==> src/hsid_cfg.svh <==
`ifndef HSID_CFG_SVH
`define HSID_CFG_SVH

// One band sample
`define HSID_DATA_WIDTH 16

// Vector length and band position
`define HSID_BANDS_WIDTH 8

// FIFO address bits, four entries per FIFO
`define HSID_BUFFER_WIDTH 2

// Spectral memory address bits
`define HSID_MEM_ADDR_WIDTH 8

`endif

==> src/hsid_data_pkg.sv <==
`default_nettype none

`include "hsid_cfg.svh"

package hsid_data_pkg;

  typedef logic [`HSID_DATA_WIDTH-1:0] sample_t;     // One band sample
  typedef logic [`HSID_BANDS_WIDTH-1:0] band_cnt_t;  // Vector length or band index

  // Run command, sampled on the start pulse
  typedef struct packed {
    logic [`HSID_MEM_ADDR_WIDTH-1:0] base_a;  // First spectrum
    logic [`HSID_MEM_ADDR_WIDTH-1:0] base_b;  // Second spectrum
    band_cnt_t                       length;  // Bands per spectrum
  } run_cmd_t;

endpackage

`default_nettype wire

==> src/hsid_bus_pkg.sv <==
`default_nettype none

`include "hsid_cfg.svh"

package hsid_bus_pkg;

  typedef logic req_id_t;  // 0 for fetcher a, 1 for fetcher b

  typedef struct packed {
    logic                            valid;
    logic [`HSID_MEM_ADDR_WIDTH-1:0] addr;
  } mem_req_t;

  typedef struct packed {
    logic                   valid;
    req_id_t                id;    // Requester that owns this word
    hsid_data_pkg::sample_t data;
  } mem_rsp_t;

  // Memory fill port used between runs
  typedef struct packed {
    logic                            en;
    logic [`HSID_MEM_ADDR_WIDTH-1:0] addr;
    hsid_data_pkg::sample_t          data;
  } load_t;

endpackage

`default_nettype wire

==> src/hsid_fifo.sv <==
`timescale 1ns/10ps
`default_nettype none

`include "hsid_cfg.svh"

module hsid_fifo #(
  parameter int ADDR_WIDTH = `HSID_BUFFER_WIDTH
) (
  input  logic                   clk,
  input  logic                   rst_n,
  input  logic                   wr_en,
  input  logic                   rd_en,
  input  hsid_data_pkg::sample_t data_in,
  input  logic [ADDR_WIDTH:0]    almost_full_threshold,
  output hsid_data_pkg::sample_t data_out,
  output logic                   full,
  output logic                   almost_full,
  output logic                   empty
);

  localparam logic [ADDR_WIDTH:0] DEPTH = {1'b1, {ADDR_WIDTH{1'b0}}};

  hsid_data_pkg::sample_t mem [1 << ADDR_WIDTH];

  logic [ADDR_WIDTH-1:0] wr_ptr;
  logic [ADDR_WIDTH-1:0] rd_ptr;
  logic [ADDR_WIDTH:0]   count;  // Occupancy, 0 to DEPTH
  logic                  wr_ok;
  logic                  rd_ok;

  assign wr_ok = wr_en && !full;
  assign rd_ok = rd_en && !empty;

  always_ff @(posedge clk) begin
    if (wr_ok) begin
      mem[wr_ptr] <= data_in;
    end
  end

  always_ff @(posedge clk or negedge rst_n) begin
    if (!rst_n) begin
      wr_ptr <= '0;
      rd_ptr <= '0;
      count  <= '0;
    end else begin
      if (wr_ok) wr_ptr <= wr_ptr + 1'b1;
      if (rd_ok) rd_ptr <= rd_ptr + 1'b1;
      case ({wr_ok, rd_ok})
        2'b10:   count <= count + 1'b1;
        2'b01:   count <= count - 1'b1;
        default: count <= count;  // Both or neither
      endcase
    end
  end

  assign data_out    = mem[rd_ptr];  // Head entry, no read latency
  assign full        = (count == DEPTH);
  assign empty       = (count == '0);
  assign almost_full = (count >= almost_full_threshold);

  // Writers and readers outside must respect the flags
  a_no_overflow : assert property (@(posedge clk) disable iff (!rst_n) wr_en |-> !full)
    else $error("hsid_fifo write while full");
  a_no_underflow : assert property (@(posedge clk) disable iff (!rst_n) rd_en |-> !empty)
    else $error("hsid_fifo read while empty");

endmodule

`default_nettype wire

==> src/vctr_fifo_strm.sv <==
`timescale 1ns/10ps
`default_nettype none

`include "hsid_cfg.svh"

module vctr_fifo_strm (
  input  logic                     clk,
  input  logic                     rst_n,
  input  logic                     v1_en,
  input  hsid_data_pkg::sample_t   v1_data,
  output logic                     v1_full,
  input  logic                     v2_en,
  input  hsid_data_pkg::sample_t   v2_data,
  output logic                     v2_full,
  input  logic                     data_out_en,
  output hsid_data_pkg::sample_t   data_out,
  output logic                     data_out_empty,
  input  hsid_data_pkg::band_cnt_t length,
  input  logic                     start,
  output logic                     done,
  output logic                     idle,
  output logic                     ready
);

  localparam int BUF_DEPTH = 2 ** `HSID_BUFFER_WIDTH;
  localparam logic [`HSID_BUFFER_WIDTH:0] IN_AF_LEVEL  = (`HSID_BUFFER_WIDTH+1)'(BUF_DEPTH);
  localparam logic [`HSID_BUFFER_WIDTH:0] OUT_AF_LEVEL = (`HSID_BUFFER_WIDTH+1)'(BUF_DEPTH - 2);

  typedef enum logic [1:0] {IDLE, COMPUTE, DONE} state_t;

  state_t                   state;
  state_t                   next_state;
  hsid_data_pkg::sample_t   v1_head;
  hsid_data_pkg::sample_t   v2_head;
  hsid_data_pkg::sample_t   pair_a;
  hsid_data_pkg::sample_t   pair_b;
  hsid_data_pkg::sample_t   sum_q;
  hsid_data_pkg::band_cnt_t len_q;
  hsid_data_pkg::band_cnt_t processed;  // Sums written to the output FIFO
  logic v1_fifo_full, v2_fifo_full;
  logic v1_empty, v2_empty;
  logic out_full, out_almost_full;
  logic pop, pair_vld, sum_vld;

  // Almost-full keeps room for the pairs still in the adder
  assign pop = (state == COMPUTE) && !v1_empty && !v2_empty && !out_almost_full;

  always_ff @(posedge clk or negedge rst_n) begin
    if (!rst_n) begin
      state     <= IDLE;
      pair_vld  <= 1'b0;
      sum_vld   <= 1'b0;
      len_q     <= '0;
      processed <= '0;
    end else begin
      state    <= next_state;
      pair_vld <= pop;
      sum_vld  <= pair_vld;
      if (state == IDLE && start) begin
        len_q     <= length;  // Latch the run length
        processed <= '0;
      end else if (sum_vld) begin
        processed <= processed + 1'b1;
      end
    end
  end

  always_ff @(posedge clk) begin
    if (pop) begin
      pair_a <= v1_head;
      pair_b <= v2_head;
    end
    if (pair_vld) sum_q <= pair_a + pair_b;  // Wraps modulo 2^16
  end

  always_comb begin
    next_state = state;
    case (state)
      IDLE:    if (start) next_state = COMPUTE;
      COMPUTE: if (processed == len_q) next_state = DONE;
      DONE:    if (data_out_empty) next_state = IDLE;  // Wait for the drain
      default: next_state = IDLE;
    endcase
  end

  assign idle    = (state == IDLE);
  assign ready   = (state == COMPUTE);
  assign done    = (state == DONE);
  assign v1_full = v1_fifo_full || out_almost_full;
  assign v2_full = v2_fifo_full || out_almost_full;

  hsid_fifo u_fifo_v1 (
    .clk(clk), .rst_n(rst_n), .wr_en(v1_en), .rd_en(pop), .data_in(v1_data),
    .almost_full_threshold(IN_AF_LEVEL), .data_out(v1_head), .full(v1_fifo_full),
    .almost_full(), .empty(v1_empty)
  );

  hsid_fifo u_fifo_v2 (
    .clk(clk), .rst_n(rst_n), .wr_en(v2_en), .rd_en(pop), .data_in(v2_data),
    .almost_full_threshold(IN_AF_LEVEL), .data_out(v2_head), .full(v2_fifo_full),
    .almost_full(), .empty(v2_empty)
  );

  hsid_fifo u_fifo_out (
    .clk(clk), .rst_n(rst_n), .wr_en(sum_vld), .rd_en(data_out_en && !data_out_empty),
    .data_in(sum_q), .almost_full_threshold(OUT_AF_LEVEL), .data_out(data_out),
    .full(out_full), .almost_full(out_almost_full), .empty(data_out_empty)
  );

  a_count_bound : assert property (@(posedge clk) disable iff (!rst_n)
    state != IDLE |-> processed <= len_q)
    else $error("processed count passed the run length");
  // A popped pair must find room two cycles later
  a_room_for_sum : assert property (@(posedge clk) disable iff (!rst_n) pop |-> ##2 !out_full)
    else $error("sum reached a full output FIFO");

endmodule

`default_nettype wire

==> src/spectrum_fetch.sv <==
`timescale 1ns/10ps
`default_nettype none

`include "hsid_cfg.svh"

module spectrum_fetch #(
  parameter hsid_bus_pkg::req_id_t ID = 1'b0
) (
  input  logic                            clk,
  input  logic                            rst_n,
  input  logic                            start,
  input  logic [`HSID_MEM_ADDR_WIDTH-1:0] base,
  input  hsid_data_pkg::band_cnt_t        length,
  output hsid_bus_pkg::mem_req_t          req,
  input  logic                            grant,
  input  hsid_bus_pkg::mem_rsp_t          rsp,
  output logic                            in_en,
  output hsid_data_pkg::sample_t          in_data,
  input  logic                            in_full
);

  logic [`HSID_MEM_ADDR_WIDTH-1:0] addr_q;
  hsid_data_pkg::band_cnt_t        remaining;    // Bands not yet requested
  logic                            pend;         // Raised, waiting for grant
  logic                            outstanding;  // Granted, waiting for data
  logic                            issue;
  logic                            rsp_hit;

  assign issue   = !pend && !outstanding && (remaining != '0) && !in_full;
  assign rsp_hit = rsp.valid && (rsp.id == ID);
  assign req     = '{valid: pend || issue, addr: addr_q};  // Held until granted

  always_ff @(posedge clk or negedge rst_n) begin
    if (!rst_n) begin
      addr_q      <= '0;
      remaining   <= '0;
      pend        <= 1'b0;
      outstanding <= 1'b0;
    end else if (start) begin
      addr_q      <= base;
      remaining   <= length;
      pend        <= 1'b0;
      outstanding <= 1'b0;
    end else begin
      if (rsp_hit) outstanding <= 1'b0;
      if (req.valid && grant) begin
        addr_q      <= addr_q + 1'b1;
        remaining   <= remaining - 1'b1;
        pend        <= 1'b0;
        outstanding <= 1'b1;
      end else if (issue) begin
        pend <= 1'b1;  // Lost arbitration this cycle
      end
    end
  end

  assign in_en   = rsp_hit;  // Straight into the input FIFO
  assign in_data = rsp.data;

  // Memory only answers what this fetcher was granted
  a_rsp_expected : assert property (@(posedge clk) disable iff (!rst_n) rsp_hit |-> outstanding)
    else $error("fetcher %0d got an unexpected response", ID);

endmodule

`default_nettype wire

==> src/mem_arbiter.sv <==
`timescale 1ns/10ps
`default_nettype none

`include "hsid_cfg.svh"

module mem_arbiter (
  input  logic                            clk,
  input  logic                            rst_n,
  input  hsid_bus_pkg::mem_req_t          req_a,
  input  hsid_bus_pkg::mem_req_t          req_b,
  output logic                            grant_a,
  output logic                            grant_b,
  output logic [`HSID_MEM_ADDR_WIDTH-1:0] mem_addr,
  output logic                            mem_rd,
  output hsid_bus_pkg::req_id_t           mem_id
);

  logic prio;  // 0 favours a, 1 favours b

  always_comb begin
    grant_a = req_a.valid && (!req_b.valid || !prio);
    grant_b = req_b.valid && (!req_a.valid || prio);
  end

  assign mem_rd   = grant_a || grant_b;
  assign mem_addr = grant_b ? req_b.addr : req_a.addr;
  assign mem_id   = grant_b ? 1'b1 : 1'b0;  // Tag follows the winner

  always_ff @(posedge clk or negedge rst_n) begin
    if (!rst_n) begin
      prio <= 1'b0;
    end else if (mem_rd) begin
      prio <= !prio;  // Alternate after every grant
    end
  end

  // A held request that loses arbitration wins in the next cycle
  a_a_served : assert property (@(posedge clk) disable iff (!rst_n)
    req_a.valid && !grant_a |=> grant_a)
    else $error("fetcher a not served after losing arbitration");
  a_b_served : assert property (@(posedge clk) disable iff (!rst_n)
    req_b.valid && !grant_b |=> grant_b)
    else $error("fetcher b not served after losing arbitration");

endmodule

`default_nettype wire

==> src/spectrum_mem.sv <==
`timescale 1ns/10ps
`default_nettype none

`include "hsid_cfg.svh"

module spectrum_mem (
  input  logic                            clk,
  input  hsid_bus_pkg::load_t             load,
  input  logic                            mem_rd,
  input  logic [`HSID_MEM_ADDR_WIDTH-1:0] mem_addr,
  input  hsid_bus_pkg::req_id_t           mem_id,
  output hsid_bus_pkg::mem_rsp_t          rsp
);

  hsid_data_pkg::sample_t mem [1 << `HSID_MEM_ADDR_WIDTH];

  logic                   rd_vld = 1'b0;  // Power-up value, no reset pin here
  hsid_bus_pkg::req_id_t  rd_id;
  hsid_data_pkg::sample_t rd_data;

  always_ff @(posedge clk) begin
    if (load.en) mem[load.addr] <= load.data;  // Fill port, idle only
    rd_vld <= mem_rd;
    if (mem_rd) begin
      rd_id   <= mem_id;
      rd_data <= mem[mem_addr];
    end
  end

  assign rsp = '{valid: rd_vld, id: rd_id, data: rd_data};

endmodule

`default_nettype wire

==> src/hsid_vctr_top.sv <==
`timescale 1ns/10ps
`default_nettype none

`include "hsid_cfg.svh"

module hsid_vctr_top (
  input  logic                    clk,
  input  logic                    rst_n,
  input  hsid_bus_pkg::load_t     load,
  input  logic                    start,
  input  hsid_data_pkg::run_cmd_t cmd,
  input  logic                    data_out_en,
  output hsid_data_pkg::sample_t  data_out,
  output logic                    data_out_empty,
  output logic                    done,
  output logic                    idle,
  output logic                    ready
);

  hsid_bus_pkg::mem_req_t          req_a, req_b;
  hsid_bus_pkg::mem_rsp_t          rsp;
  hsid_bus_pkg::req_id_t           mem_id;
  logic [`HSID_MEM_ADDR_WIDTH-1:0] mem_addr;
  logic                            mem_rd, grant_a, grant_b;
  logic                            v1_en, v1_full, v2_en, v2_full;
  hsid_data_pkg::sample_t          v1_data, v2_data;

  spectrum_mem u_spectrum_mem (
    .clk(clk), .load(load), .mem_rd(mem_rd), .mem_addr(mem_addr), .mem_id(mem_id), .rsp(rsp)
  );

  mem_arbiter u_mem_arbiter (
    .clk(clk), .rst_n(rst_n), .req_a(req_a), .req_b(req_b), .grant_a(grant_a),
    .grant_b(grant_b), .mem_addr(mem_addr), .mem_rd(mem_rd), .mem_id(mem_id)
  );

  spectrum_fetch #(.ID(1'b0)) u_fetch_a (
    .clk(clk), .rst_n(rst_n), .start(start), .base(cmd.base_a), .length(cmd.length),
    .req(req_a), .grant(grant_a), .rsp(rsp), .in_en(v1_en), .in_data(v1_data),
    .in_full(v1_full)
  );

  spectrum_fetch #(.ID(1'b1)) u_fetch_b (
    .clk(clk), .rst_n(rst_n), .start(start), .base(cmd.base_b), .length(cmd.length),
    .req(req_b), .grant(grant_b), .rsp(rsp), .in_en(v2_en), .in_data(v2_data),
    .in_full(v2_full)
  );

  vctr_fifo_strm u_vctr_fifo_strm (
    .clk(clk), .rst_n(rst_n),
    .v1_en(v1_en), .v1_data(v1_data), .v1_full(v1_full),
    .v2_en(v2_en), .v2_data(v2_data), .v2_full(v2_full),
    .data_out_en(data_out_en), .data_out(data_out), .data_out_empty(data_out_empty),
    .length(cmd.length), .start(start), .done(done), .idle(idle), .ready(ready)
  );

endmodule

`default_nettype wire

==> config.mk <==
export PLATFORM = sky130hd
export DESIGN_NAME = hsid_vctr_top
export DESIGN_NICKNAME = d
export VERILOG_FILES = /design/src/hsid_data_pkg.sv /design/src/hsid_bus_pkg.sv /design/src/hsid_fifo.sv /design/src/vctr_fifo_strm.sv /design/src/spectrum_fetch.sv /design/src/mem_arbiter.sv /design/src/spectrum_mem.sv /design/src/hsid_vctr_top.sv
export VERILOG_INCLUDE_DIRS = /design/src
export SDC_FILE = /design/constraint.sdc
export NUM_CORES = 2
export LEC_CHECK = 0
export BUFFER_PORTS_ARGS = -buffer_cell sky130_fd_sc_hd__buf_2
export CORE_ASPECT_RATIO = 1.5
export CORE_MARGIN = 3
export CORE_UTILIZATION = 55
export DETAILED_ROUTE_END_ITERATION = 16
export GPL_TIMING_DRIVEN = 1
export PLACE_DENSITY = 0.67
export SLEW_MARGIN = 30
export SYNTH_ARGS = -nofsm -noshare
export SYNTH_HDL_FRONTEND = slang
export SYNTH_MEMORY_MAX_BITS = 65536
export SYNTH_SLANG_ARGS = --single-unit
==> constraint.sdc <==
create_clock -name clk -period 4.9 [get_ports clk]
set_input_delay 0.49 -clock clk [delete_from_list [all_inputs] [get_ports clk]]
set_output_delay 0.49 -clock clk [all_outputs]
set_load 0.1 [all_outputs]
==> flow_metrics.py <==
metrics = {
    "status": {
        "status": "finished clean",
    },
    "synthesis": {
        "yosysSeqAreaShare": 0.772,
        "yosysTopAreaCell": "edfxtp_1",
        "synth_adder_area_share": 0.00301,
        "synthSimpleGateAreaFrac": 0.0616,
        "synthTopCellsByCount": "4,353 x edfxtp_1, 1,363 x nand2_1, 630 x mux2i_1",
        "synth_compound_area_frac": 0.0508,
        "yosys_warnings": 0,
        "synthCells": 10096,
        "ys_ff_latch": 4432,
        "synth_top_area_share": 0.761,
        "syn-cell-area_sq_mm": 0.172,
        "avgSynthCellArea_sq_um": 17.0,
        "yosysMostFrequentCell": "edfxtp_1",
        "synthMuxAreaShare": 0.0918,
        "yosys-top-cells-area": "edfxtp_1 76%, mux4_2 5.3%, mux2i_1 3.7%",
        "synthDistinctLibCells": 77,
        "synth_top_family_by_area": "multiplexers",
        "async_flop_share": 0.0176,
        "synth-xor-area-share": 0.00377,
        "synth_edf_count": 4353,
        "syn_nets": 10188,
        "synth_ff_type": "edfxtp_1",
    },
    "setup_path": {
        "start_kind": "register",
        "worstSetupEndpointType": "register",
        "cp_data_required_time_ps": 5630,
        "cp_common_cell": "buf_4",
        "cp_cell_sequence": "nor4_4 > a311oi_2 > or4_4 > inv_8 > buf_6 > mux2_8 > buf_12 > buf_4 > a21oi_1 > a22oi_1 > a32oi_4 > nand4_1 > nor4_2 > buf_4 > nand3_1",
        "path_class": "register to register",
        "crit_slowest_cell": "or4_4",
        "path_max_fanout": 28,
        "arrival_ps": 5590,
        "slowest_delay_ps": 500,
    },
    "global_routing": {
        "antenna_found_initial": 36,
        "grt_max_degree": 151,
        "overflow": 0,
        "grt_pass1_wl_mm": 757,
        "grt_pass1_vias": 99598,
        "track_usage": 0.335,
    },
    "finish": {
        "finalInstanceArea_sq_mm": 0.199,
        "nets": 11032,
        "area_delta_synth_final_pct": 15.5,
        "drive_gt1_frac": 0.203,
    },
    "floorplan": {
        "dieArea_sq_mm": 0.319,
        "die_h_um": 691,
        "num_rows": 250,
        "coreArea_sq_mm": 0.310,
        "initial_core_util": 0.554,
        "ios": 73,
        "die_w_um": 462,
    },
    "clocking": {
        "cts_tree": "yes",
        "clk_pin_slew_worst_paths_ps": 70,
        "cts_sinks": 4432,
        "h-tree-depth": 5,
        "clock-root-buffer": "clkbuf_16",
        "clock_path_buffers": 4,
        "clock_latency_ps": 990,
        "numCtsBuffers": 400,
    },
    "power": {
        "p_per_area_mw_per_mm2": 594,
        "max-vdd-ir-drop_v": 0.000547,
        "finalPower_mw": 118,
        "total_leakage_power_nw": 65.8,
    },
    "placement": {
        "place_congestion": 0.987,
        "place_area_sq_mm": 0.184,
        "io_buffers": 72,
        "hpwlAfterDp_mm": 349,
    },
    "routing": {
        "drt_iter0_drc": 16010,
        "highest_layer": "met5",
        "route.met2.wl_mm": 258,
        "first_pass_iters": 7,
        "drc_errors": 0,
        "drt-total-wl_mm": 545,
        "met3_length_mm": 61.6,
        "wl_per_cell_um": 35.3,
        "postRouteAntennaNets": 0,
        "routedLengthMet1_mm": 183,
        "vias_per_cell": 6.65,
        "dr_total_vias": 102844,
    },
    "timing": {
        "finalCritPeriodShare": 0.992,
        "setup_viol": 0,
        "drv_slew": 0,
        "period_minus_slack_ps": 4860,
        "fmax_ghz": 0.206,
        "max-slew-margin-rel": 0.231,
        "rsz0062_at_grt": "true",
        "fin_skew_ps": 69.5,
        "hold_viol": 0,
        "worst_pin_slew_ps": 1150,
    },
    "worst_hold_path": {
        "holdCritPathClass": "input port to register",
    },
    "flow_run": {
        "maxCapViolCount": 0,
    },
}
-- worst paths after layout --
check	start	to	slack [ps]	depth (start not counted)
min in group asynchronous	rst_n	u_vctr_fifo_strm.u_fifo_v2.wr_ptr[1]$_DFFE_PN0P_	230	3
min	start	u_fetch_b.outstanding$_DFFE_PN0P_	50	2
max in group asynchronous	rst_n	u_vctr_fifo_strm.u_fifo_out.rd_ptr[0]$_DFFE_PN0P_	4160	3
min reg2reg	u_vctr_fifo_strm.sum_q[4]$_DFFE_PP_	u_vctr_fifo_strm.u_fifo_out.mem[0][4]$_DFFE_PP_	500	0
max reg2reg	u_fetch_a.remaining[4]$_DFFE_PN0N_	u_spectrum_mem.rd_data[3]$_DFFE_PP_	40	15
max	u_fetch_a.remaining[4]$_DFFE_PN0N_	u_spectrum_mem.rd_data[3]$_DFFE_PP_	40	15
-- per-layer routing --
metal,global-route usage,up-vias
li1,-,41483
met1,0.418,52598
met2,0.529,7211
met3,0.0762,1536
met4,0.225,16
met5,0,-
-- what timing repair did --
item | 4_1_cts | 5_1_grt
setup buffers | 14 | 12
gates cloned | 4 | 8
hold buffers | 27 | 0
endpoints found under the setup margin | 15 | 16
hold endpoints to repair | 120 | 0
pin swaps | 9 | 12
gates resized for setup | 79 | 47
-- per-stage QoR --
| step | util | hold slack [ps] | setup WS [ps] | setup TNS (ps) | instances |
|---|---|---|---|---|---|
| floorplan | - | 194 | 1060 | 0 | 10096 |
| global placement | 0.592 | 324 | -1400 | -7550 | 14628 |
| detailed placement | 0.593 | 325 | -682 | -4580 | 14631 |
| CTS | 0.638 | 61.6 | -39.5 | -47.8 | 15409 |
| global route | 0.640 | 54.2 | -46.3 | -107 | 15431 |
| finish | 0.640 | 45.6 | 36.8 | 0 | 15468 |
-- cells by family (layout without fill, tap and decap cells) --
group,Yosys count,count (layout)
AND/OR/NAND/NOR,2476,2476
XOR/XNOR,74,74
adder cells (fa/ha/maj),39,39
AO/OA/AOI/OAI,1376,1376
flip-flops,4432,4432
buffers and inverters,635,1810
other,0,38
multiplexers,1064,1065
-- layout make-up --
cell class,instances,area [sq um]
clock inverters,269,2860
flip-flops and latches,4432,133000
inverters,44,173
multi-input cells,5030,37500
fillers,21253,111000
repair buffers,1032,9590
well taps,4158,5200
diodes,38,95.1
clock buffers,465,10400
-- report_power, final --
group | internal [mW] | total (mW) | switching [mW]
sequential | 43.0 | 44.0 | 0.929
combinational | 15.9 | 41.8 | 25.9
clock | 18.0 | 32.0 | 14.0
-- worst max-delay path: cells and delay by family, from the launching register on --
family          cells  cell delay [ps]
compound gates      4              870
buf+inv             5             1110
simple gates        5             1640
mux                 1              490
flops               1              430
-- layout by cell type, fill, tap and decap left out, types with 35 or more instances in the layout --
| cell | instances |
|---|---|
| buf_2 | 54 |
| nand4_1 | 138 |
| inv_1 | 43 |
| nor2_2 | 97 |
| a21oi_1 | 414 |
| nand2_1 | 1353 |
| o22ai_1 | 262 |
| nor4_1 | 41 |
| clkinv_1 | 81 |
| clkinv_2 | 90 |
| a31oi_1 | 108 |
| buf_4 | 791 |
| a221oi_1 | 82 |
| xnor2_1 | 45 |
| clkbuf_16 | 412 |
| bufinv_16 | 54 |
| nand3_1 | 372 |
| nor2_1 | 281 |
| mux4_2 | 407 |
| buf_12 | 106 |
| ha_1 | 35 |
| diode_2 | 38 |
| o21ai_0 | 127 |
| edfxtp_1 | 4353 |
| mux2i_1 | 610 |
| clkbuf_1 | 60 |
| dfrtp_1 | 77 |
| a22oi_1 | 174 |
-- sequential cells by signal, summed over array words and instances (netlist names), 16 cells and up --
register	cells
u_vctr_fifo_strm.u_fifo_out.mem	64
u_vctr_fifo_strm.u_fifo_v2.mem	64
u_vctr_fifo_strm.pair_a	16
u_vctr_fifo_strm.u_fifo_v1.mem	64
u_spectrum_mem.rd_data	16
u_vctr_fifo_strm.pair_b	16
u_vctr_fifo_strm.sum_q	16
u_spectrum_mem.mem	4096
(Power assumes the default switching activity.)
